### src/hdl/gpu_config.svh
`ifndef GPU_CONFIG_SVH
`define GPU_CONFIG_SVH

// datapath widths
`define GPU_COORD_W 16
`define GPU_ADDR_W 32
`define GPU_COLOUR_W 16

// visible framebuffer area, pixels beyond are clipped
`define GPU_FB_WIDTH 400
`define GPU_FB_HEIGHT 240

// sprite sheet pixels are 16 bit, two per 32-bit word
`define GPU_BYTES_PER_PIXEL 2

`endif

### src/hdl/gpu_pkg.sv
`include "gpu_config.svh"

package gpu_pkg;

    typedef logic [`GPU_COORD_W-1:0] coord_t;
    typedef logic [`GPU_ADDR_W-1:0] addr_t;
    typedef logic [`GPU_COLOUR_W-1:0] colour_t;

    typedef enum logic {
        SRC_SOLID,
        SRC_MEMORY
    } draw_src_e;

    typedef enum logic {
        WALK_IDLE,
        WALK_RUN
    } walk_state_e;

    typedef enum logic [1:0] {
        SKID_EMPTY,
        SKID_FULL,
        SKID_BUF_FULL // output and buffer both hold an item
    } skid_state_e;

    typedef enum logic [2:0] {
        FETCH_IDLE,
        FETCH_ADDR,
        FETCH_DATA,
        FETCH_OUT,
        FETCH_HIT
    } fetch_state_e;

endpackage

### src/hdl/gpu_ifs.sv
`timescale 1ns/10ps

// walker to address stage, sheet coordinates plus target pixel
interface walk_if;
    import gpu_pkg::*;

    logic valid;
    logic ready;
    coord_t sheet_x;
    coord_t sheet_y;
    coord_t fb_x;
    coord_t fb_y;

    modport source (output valid, sheet_x, sheet_y, fb_x, fb_y, input ready);
    modport sink (input valid, sheet_x, sheet_y, fb_x, fb_y, output ready);
endinterface

// byte address of one sprite pixel
interface fetch_req_if;
    import gpu_pkg::*;

    logic valid;
    logic ready;
    addr_t addr;
    coord_t fb_x;
    coord_t fb_y;

    modport source (output valid, addr, fb_x, fb_y, input ready);
    modport sink (input valid, addr, fb_x, fb_y, output ready);
endinterface

// finished pixel headed for the framebuffer
interface pixel_if;
    import gpu_pkg::*;

    logic valid;
    logic ready;
    coord_t x;
    coord_t y;
    colour_t colour;

    modport source (output valid, x, y, colour, input ready);
    modport sink (input valid, x, y, colour, output ready);
endinterface

### src/hdl/rect_walker.sv
`timescale 1ns/10ps
`include "gpu_config.svh"

module rect_walker (
    input  logic clk,
    input  logic rst,
    input  logic cmd_valid,
    output logic cmd_ready,
    input  gpu_pkg::coord_t sheet_x,
    input  gpu_pkg::coord_t sheet_y,
    input  gpu_pkg::coord_t screen_x,
    input  gpu_pkg::coord_t screen_y,
    input  gpu_pkg::coord_t width,
    input  gpu_pkg::coord_t height,
    input  logic mirror_x,
    input  logic mirror_y,
    input  gpu_pkg::draw_src_e source,
    input  gpu_pkg::colour_t draw_colour,
    walk_if.source coord,
    pixel_if.source solid
);
    import gpu_pkg::*;

    walk_state_e state;
    logic out_valid;
    logic out_ready;

    coord_t start_x;
    coord_t start_y;
    coord_t ss_x0;
    coord_t ss_y0;
    coord_t width_q;
    coord_t height_q;
    logic mir_x_q;
    logic mir_y_q;
    draw_src_e src_q;
    colour_t colour_q;

    coord_t ox; // offsets inside the rectangle
    coord_t oy;
    coord_t x_first;
    coord_t x_last;
    coord_t y_last;

    coord_t room_x;
    coord_t room_y;
    coord_t vis_w;
    coord_t vis_h;
    coord_t scr_x;
    coord_t scr_y;

    wire cmd_xfer = cmd_valid && cmd_ready;
    wire out_xfer = out_valid && out_ready;

    // visible span after right and bottom clipping
    always_comb begin
        room_x = coord_t'(`GPU_FB_WIDTH) - screen_x;
        room_y = coord_t'(`GPU_FB_HEIGHT) - screen_y;
        if (screen_x >= coord_t'(`GPU_FB_WIDTH))
            vis_w = '0;
        else if (width < room_x)
            vis_w = width;
        else
            vis_w = room_x;
        if (screen_y >= coord_t'(`GPU_FB_HEIGHT))
            vis_h = '0;
        else if (height < room_y)
            vis_h = height;
        else
            vis_h = room_y;
    end

    assign cmd_ready = (state == WALK_IDLE);
    assign out_ready = (src_q == SRC_SOLID) ? solid.ready : coord.ready;

    assign scr_x = mir_x_q ? start_x + (width_q - coord_t'(1)) - ox : start_x + ox;
    assign scr_y = mir_y_q ? start_y + (height_q - coord_t'(1)) - oy : start_y + oy;

    assign coord.valid = out_valid && (src_q == SRC_MEMORY);
    assign coord.sheet_x = ss_x0 + ox; // sheet side never mirrored
    assign coord.sheet_y = ss_y0 + oy;
    assign coord.fb_x = scr_x;
    assign coord.fb_y = scr_y;

    assign solid.valid = out_valid && (src_q == SRC_SOLID);
    assign solid.x = scr_x;
    assign solid.y = scr_y;
    assign solid.colour = colour_q;

    always_ff @(posedge clk) begin
        case (state)
            WALK_IDLE: begin
                if (cmd_xfer) begin
                    state <= WALK_RUN;
                    out_valid <= (vis_w != '0) && (vis_h != '0);
                    start_x <= screen_x;
                    start_y <= screen_y;
                    ss_x0 <= sheet_x;
                    ss_y0 <= sheet_y;
                    width_q <= width;
                    height_q <= height;
                    mir_x_q <= mirror_x;
                    mir_y_q <= mirror_y;
                    src_q <= source;
                    colour_q <= draw_colour;
                    // mirrored spans sit at the top end of the offsets
                    ox <= mirror_x ? width - vis_w : '0;
                    oy <= mirror_y ? height - vis_h : '0;
                    x_first <= mirror_x ? width - vis_w : '0;
                    x_last <= mirror_x ? width - coord_t'(1) : vis_w - coord_t'(1);
                    y_last <= mirror_y ? height - coord_t'(1) : vis_h - coord_t'(1);
                end
            end
            WALK_RUN: begin
                if (!out_valid) begin
                    state <= WALK_IDLE; // nothing visible
                end else if (out_xfer) begin
                    if (ox == x_last) begin
                        ox <= x_first;
                        if (oy == y_last) begin
                            out_valid <= 1'b0;
                            state <= WALK_IDLE;
                        end else begin
                            oy <= oy + coord_t'(1);
                        end
                    end else begin
                        ox <= ox + coord_t'(1);
                    end
                end
            end
        endcase

        if (rst) begin
            state <= WALK_IDLE;
            out_valid <= 1'b0;
        end
    end

endmodule

### src/hdl/pixel_address.sv
`timescale 1ns/10ps
`include "gpu_config.svh"

module pixel_address (
    input  logic clk,
    input  logic rst,
    input  gpu_pkg::addr_t image_start,
    input  gpu_pkg::coord_t image_width,
    walk_if.sink coord,
    fetch_req_if.source req,
    output logic idle
);
    import gpu_pkg::*;

    skid_state_e state;
    addr_t linear;
    addr_t byte_addr;

    addr_t out_addr;
    coord_t out_x;
    coord_t out_y;
    addr_t buf_addr; // second entry, only used under back-pressure
    coord_t buf_x;
    coord_t buf_y;

    wire in_xfer = coord.valid && coord.ready;
    wire out_xfer = req.valid && req.ready;

    assign linear = addr_t'(coord.sheet_x) + addr_t'(image_width) * addr_t'(coord.sheet_y);
    assign byte_addr = image_start + addr_t'(`GPU_BYTES_PER_PIXEL) * linear;

    assign coord.ready = (state != SKID_BUF_FULL);
    assign req.valid = (state != SKID_EMPTY);
    assign req.addr = out_addr;
    assign req.fb_x = out_x;
    assign req.fb_y = out_y;
    assign idle = (state == SKID_EMPTY);

    always_ff @(posedge clk) begin
        case (state)
            SKID_EMPTY: begin
                if (in_xfer) begin
                    out_addr <= byte_addr;
                    out_x <= coord.fb_x;
                    out_y <= coord.fb_y;
                    state <= SKID_FULL;
                end
            end
            SKID_FULL: begin
                if (in_xfer && !out_xfer) begin
                    buf_addr <= byte_addr;
                    buf_x <= coord.fb_x;
                    buf_y <= coord.fb_y;
                    state <= SKID_BUF_FULL;
                end else if (in_xfer && out_xfer) begin
                    out_addr <= byte_addr;
                    out_x <= coord.fb_x;
                    out_y <= coord.fb_y;
                end else if (out_xfer) begin
                    state <= SKID_EMPTY;
                end
            end
            SKID_BUF_FULL: begin
                if (out_xfer) begin
                    out_addr <= buf_addr;
                    out_x <= buf_x;
                    out_y <= buf_y;
                    state <= SKID_FULL;
                end
            end
            default: state <= SKID_EMPTY;
        endcase

        if (rst)
            state <= SKID_EMPTY;
    end

endmodule

### src/hdl/pixel_fetch.sv
`timescale 1ns/10ps
`include "gpu_config.svh"

module pixel_fetch (
    input  logic clk,
    input  logic rst,
    fetch_req_if.sink req,
    pixel_if.source pix,
    output gpu_pkg::addr_t m_axil_araddr,
    output logic m_axil_arvalid,
    input  logic m_axil_arready,
    input  logic [31:0] m_axil_rdata,
    input  logic m_axil_rvalid,
    output logic m_axil_rready,
    output logic idle
);
    import gpu_pkg::*;

    fetch_state_e state;

    // one-word cache of the last read
    logic cache_valid;
    logic [`GPU_ADDR_W-3:0] cache_tag;
    logic [31:0] cache_word;

    logic half_sel; // address bit 1 picks the upper pixel
    coord_t x_q;
    coord_t y_q;

    wire req_xfer = req.valid && req.ready;
    wire pix_xfer = pix.valid && pix.ready;
    wire ar_xfer = m_axil_arvalid && m_axil_arready;
    wire r_xfer = m_axil_rvalid && m_axil_rready;
    wire hit = cache_valid && (cache_tag == req.addr[`GPU_ADDR_W-1:2]);

    assign req.ready = (state == FETCH_IDLE);
    assign idle = (state == FETCH_IDLE);

    assign pix.valid = (state == FETCH_OUT) || (state == FETCH_HIT);
    assign pix.colour = half_sel ? cache_word[31:16] : cache_word[15:0];
    assign pix.x = x_q;
    assign pix.y = y_q;

    always_ff @(posedge clk) begin
        case (state)
            FETCH_IDLE: begin
                if (req_xfer) begin
                    half_sel <= req.addr[1];
                    x_q <= req.fb_x;
                    y_q <= req.fb_y;
                    if (hit) begin
                        state <= FETCH_HIT;
                    end else begin
                        m_axil_araddr <= {req.addr[`GPU_ADDR_W-1:2], 2'b00};
                        m_axil_arvalid <= 1'b1;
                        state <= FETCH_ADDR;
                    end
                end
            end
            FETCH_ADDR: begin
                if (ar_xfer) begin
                    m_axil_arvalid <= 1'b0;
                    m_axil_rready <= 1'b1;
                    state <= FETCH_DATA;
                end
            end
            FETCH_DATA: begin
                if (r_xfer) begin
                    m_axil_rready <= 1'b0;
                    cache_word <= m_axil_rdata;
                    cache_tag <= m_axil_araddr[`GPU_ADDR_W-1:2];
                    cache_valid <= 1'b1;
                    state <= FETCH_OUT;
                end
            end
            FETCH_OUT, FETCH_HIT: begin
                if (pix_xfer)
                    state <= FETCH_IDLE;
            end
            default: state <= FETCH_IDLE;
        endcase

        if (rst) begin
            state <= FETCH_IDLE;
            m_axil_arvalid <= 1'b0;
            m_axil_rready <= 1'b0;
            cache_valid <= 1'b0;
        end
    end

endmodule

### src/hdl/fb_writer.sv
`timescale 1ns/10ps

module fb_writer (
    input  logic clk,
    input  logic rst,
    pixel_if.sink solid,
    pixel_if.sink fetched,
    output gpu_pkg::coord_t fb_x,
    output gpu_pkg::coord_t fb_y,
    output gpu_pkg::colour_t fb_colour,
    output logic fb_write,
    output logic idle
);
    import gpu_pkg::*;

    logic rdy;

    assign solid.ready = rdy;
    assign fetched.ready = rdy && !solid.valid; // solid has priority

    wire solid_xfer = solid.valid && solid.ready;
    wire fetch_xfer = fetched.valid && fetched.ready;

    assign idle = !fb_write;

    always_ff @(posedge clk) begin
        rdy <= 1'b1;
        fb_write <= solid_xfer || fetch_xfer;
        if (solid_xfer) begin
            fb_x <= solid.x;
            fb_y <= solid.y;
            fb_colour <= solid.colour;
        end else if (fetch_xfer) begin
            fb_x <= fetched.x;
            fb_y <= fetched.y;
            fb_colour <= fetched.colour;
        end

        if (rst) begin
            rdy <= 1'b0;
            fb_write <= 1'b0;
        end
    end

endmodule

### src/hdl/gpu_top.sv
`timescale 1ns/10ps

module gpu_top (
    input  logic clk,
    input  logic rst,

    input  gpu_pkg::addr_t image_start,
    input  gpu_pkg::coord_t image_x,
    input  gpu_pkg::coord_t image_y,
    input  gpu_pkg::coord_t image_width,
    input  gpu_pkg::coord_t screen_x,
    input  gpu_pkg::coord_t screen_y,
    input  gpu_pkg::coord_t excerpt_width,
    input  gpu_pkg::coord_t excerpt_height,
    input  logic flip_x,
    input  logic flip_y,
    input  gpu_pkg::colour_t draw_colour,
    input  gpu_pkg::draw_src_e colour_source,
    input  logic command_draw,
    output logic is_busy,

    // axi-lite read master
    output gpu_pkg::addr_t m_axil_araddr,
    output logic m_axil_arvalid,
    input  logic m_axil_arready,
    input  logic [31:0] m_axil_rdata,
    input  logic m_axil_rvalid,
    output logic m_axil_rready,

    output gpu_pkg::coord_t fb_x,
    output gpu_pkg::coord_t fb_y,
    output gpu_pkg::colour_t fb_colour,
    output logic fb_write
);
    import gpu_pkg::*;

    logic walker_idle;
    logic addr_idle;
    logic fetch_idle;
    logic fb_idle;

    walk_if coord_bus ();
    fetch_req_if req_bus ();
    pixel_if solid_bus ();
    pixel_if fetched_bus ();

    // busy until every stage has drained
    assign is_busy = !(walker_idle && addr_idle && fetch_idle && fb_idle);

    rect_walker walker0 (
        .clk(clk),
        .rst(rst),
        .cmd_valid(command_draw && !is_busy),
        .cmd_ready(walker_idle),
        .sheet_x(image_x),
        .sheet_y(image_y),
        .screen_x(screen_x),
        .screen_y(screen_y),
        .width(excerpt_width),
        .height(excerpt_height),
        .mirror_x(flip_x),
        .mirror_y(flip_y),
        .source(colour_source),
        .draw_colour(draw_colour),
        .coord(coord_bus.source),
        .solid(solid_bus.source)
    );

    pixel_address address0 (
        .clk(clk),
        .rst(rst),
        .image_start(image_start),
        .image_width(image_width),
        .coord(coord_bus.sink),
        .req(req_bus.source),
        .idle(addr_idle)
    );

    pixel_fetch fetch0 (
        .clk(clk),
        .rst(rst),
        .req(req_bus.sink),
        .pix(fetched_bus.source),
        .m_axil_araddr(m_axil_araddr),
        .m_axil_arvalid(m_axil_arvalid),
        .m_axil_arready(m_axil_arready),
        .m_axil_rdata(m_axil_rdata),
        .m_axil_rvalid(m_axil_rvalid),
        .m_axil_rready(m_axil_rready),
        .idle(fetch_idle)
    );

    fb_writer writer0 (
        .clk(clk),
        .rst(rst),
        .solid(solid_bus.sink),
        .fetched(fetched_bus.sink),
        .fb_x(fb_x),
        .fb_y(fb_y),
        .fb_colour(fb_colour),
        .fb_write(fb_write),
        .idle(fb_idle)
    );

endmodule

### config.mk
export PLATFORM = sky130hd
export DESIGN_NAME = gpu_top
export DESIGN_NICKNAME = d
export VERILOG_FILES = /design/src/hdl/gpu_pkg.sv /design/src/hdl/gpu_ifs.sv /design/src/hdl/rect_walker.sv /design/src/hdl/pixel_address.sv /design/src/hdl/pixel_fetch.sv /design/src/hdl/fb_writer.sv /design/src/hdl/gpu_top.sv
export VERILOG_INCLUDE_DIRS = /design/src /design/src/hdl
export SDC_FILE = /design/constraint.sdc
export NUM_CORES = 2
export LEC_CHECK = 0
export BUFFER_PORTS_ARGS = -buffer_cell sky130_fd_sc_hd__buf_2
export CORE_MARGIN = 2
export CORE_UTILIZATION = 56
export DETAILED_ROUTE_END_ITERATION = 8
export GPL_TIMING_DRIVEN = 0
export PLACE_DENSITY = 0.78
export SLEW_MARGIN = 0
export SYNTH_ARGS = -nofsm -noshare
export SYNTH_HDL_FRONTEND = slang
export SYNTH_HIERARCHICAL = 1
export SYNTH_SLANG_ARGS = --single-unit
export TNS_END_PERCENT = 100
### constraint.sdc
create_clock -name clk -period 10.6 [get_ports clk]
set_clock_uncertainty 0.2 [all_clocks]
set_input_delay 3.18 -clock clk [delete_from_list [all_inputs] [get_ports clk]]
set_output_delay 3.18 -clock clk [all_outputs]
set_load 0.02 [all_outputs]
==> impl_summary.log <==
INFO  metric outcome = complete, no violations
INFO  metric drt-vias-per-instance = 5.58
INFO  metric maxSlewHeadroom = 27.6%
INFO  metric layout.cells.non_filler = 5058
INFO  metric finalSetupViolations = 0
INFO  metric cts_tree = done
INFO  metric startpoint_type = primary input
INFO  metric grt_start_max_net_pins = 85
INFO  metric antenna_violations_before_repair = 3
INFO  metric clk_latency = 0.60 ns
INFO  metric path_class = primary input to flop
INFO  metric clock_tree.buffer_depth = 3
INFO  metric min_path_type = flop to flop
INFO  metric grt_pass1_wl = 152 mm
INFO  metric avgSynthCellArea = 10.5 um2
INFO  metric dr.first_iter.drc_count = 2349
INFO  metric grt_use_total = 27.4%
INFO  metric route.final.wire_length = 99.4 mm
INFO  metric io_buffers = 280
INFO  metric drt_first_pass_iters = 6
INFO  metric worstPathRequired = 10.75 ns
INFO  metric most-common-layout-cells = sky130_fd_sc_hd__inv_1 (517), sky130_fd_sc_hd__edfxtp_1 (494), sky130_fd_sc_hd__nand2_1 (455)
INFO  metric critical_path.n_buffers_inverters = 5
INFO  metric final_common_cell = sky130_fd_sc_hd__inv_1
INFO  metric critPathCaptureType = flop
INFO  metric transition_time_at_the_pin_with_the_least_slew_margin = 1.08 ns
INFO  metric worst_path_max_delay_cell = sky130_fd_sc_hd__fa_1
INFO  metric pin_count = 284
INFO  metric die_x = 268 um
INFO  metric cpLargestDelayFamily = adder cells
INFO  metric number_of_clock_sinks = 506
INFO  metric detailroute.via_count = 28200
INFO  metric avgRoutedWirePerCell = 19.7 um
INFO  metric cts.reportedPaths.clkPinSlew = 0.06 ns
INFO  metric core_region_area = 68900 um2
INFO  metric hpwl_detailed = 79.0 mm
INFO  metric post_place_cells = 4942
INFO  metric rows = 96
INFO  metric final_hold_viol_count = 0
INFO  metric num-nets-final = 4852
INFO  metric most_frequent_cp_cell = sky130_fd_sc_hd__fa_1
INFO  metric place.gp.congestion = 0.975
INFO  metric cts_made_buffers = 55
INFO  metric maximum_clock_frequency = 96.2 MHz
INFO  metric layout_worst_path_cycle_share = 98.1%
INFO  metric grt-ovfl-total = 0
INFO  metric fp.dieArea = 72000 um2
INFO  metric slew_viol_final = 0
INFO  metric residual_drc = 0
INFO  metric vias_in_the_first_global_route = 27900
INFO  metric max_cap_violations = 0
INFO  metric arrival = 10.55 ns
INFO  metric clockRootBuffer = sky130_fd_sc_hd__clkbuf_16
INFO  metric die_h = 268 um
INFO  metric fin_crit = 10.40 ns
INFO  metric syn_inst = 3723
INFO  metric yosys_warnings = 6
INFO  metric initial_utilization = 56.8%
INFO  metric cell_area_synth = 39100 um2
INFO  metric worst_path_largest_cell_delay = 0.57 ns
INFO  metric drive_gt1_share = 14.6%
INFO  metric ant_nets = 0
INFO  metric path_max_fanout = 10
INFO  metric nFillCells = 5657
INFO  metric relative_area_change_from_synthesis_to_final_layout = 12.5%
INFO  metric cts_htree_levels = 2
==> final cells by class <==
class                   instances  area [um2]  share of cell area [%]
repair buffers                304        1700                    3.86
diodes                          6        15.0                  0.0341
well taps                     931        1160                    2.65
flip-flops and latches        506       15100                    34.2
clock inverters                25         234                   0.531
multi-input cells            2576       21700                    49.3
plain buffers                 115         677                    1.54
inverters                     520        1960                    4.45
clock buffers                  75        1480                    3.37
==> final timing paths <==
| kind | end | start | slack, ns | cells past startpoint |
|---|---|---|---|---|
| setup reg to reg | address0/req.addr[28]$_DFFE_PP_ | walker0/ss_y0[0]$_DFFE_PP_ | 0.29 | 42 |
| hold reg to reg | fetch0/pix.x[2]$_DFFE_PP_ | address0/req.fb_x[2]$_DFFE_PP_ | 0.21 | 0 |
| setup / recovery | address0/req.addr[28]$_DFFE_PP_ | image_width[10] | 0.20 | 31 |
| hold / removal | fetch0/pix.x[2]$_DFFE_PP_ | address0/req.fb_x[2]$_DFFE_PP_ | 0.21 | 0 |
==> layer usage <==
layer | global-route usage, % | vias to the layer above | share of wire, %
met5 | 0 | - | 0
met4 | 8.62 | 0 | 3.1
met3 | 3.17 | 174 | 6.7
met2 | 46.3 | 1057 | 49
met1 | 37.0 | 13600 | 42
li1 | - | 13300 | -
==> metrics by stage <==
step	setup TNS [ns]	setup WS (ns)	util, %	hold slack [ns]	instance area (um2)
after floorplan	0	0.0272	-	0.200	39200
after global placement	-15.12	-1.17	60.5	0.201	41700
after detailed placement	-15.50	-1.17	60.8	0.205	41900
after CTS	0	0.0442	63.5	0.217	43800
after global routing	-0.0342	-0.0342	63.8	0.223	44000
final	0	0.200	63.9	0.212	44000
==> state kept, by name (all words and copies together), names as in the netlist, 30 cells and up <==
signal and count:
fetch0/cache_word 32, address0/buf_addr 31, address0/req.addr 31, fetch0/cache_tag 30
fetch0/m_axil_araddr 30
==> worst reg2reg max path, delay by kind of cell, from the launching register on <==
family	cells	cell delay [ns]
buffers and inverters	7	0.56
and+or+nand+nor	8	1.45
AOI/OAI and AO/OA	13	2.35
xor gates and xnor gates	3	0.60
muxes	1	0.28
adders and majority gates	10	4.19
DFF	1	0.42
==> what timing repair did <==
action,in CTS,in global routing
gates resized for setup,36,48
setup buffers,5,12
setup endpoints to repair,23,17
hold buffers,0,0
pin swaps,4,17
Power is left out: the tool's default activity adds up to more than one toggle a clock period on the data nets, which glitch-free logic cannot reach.
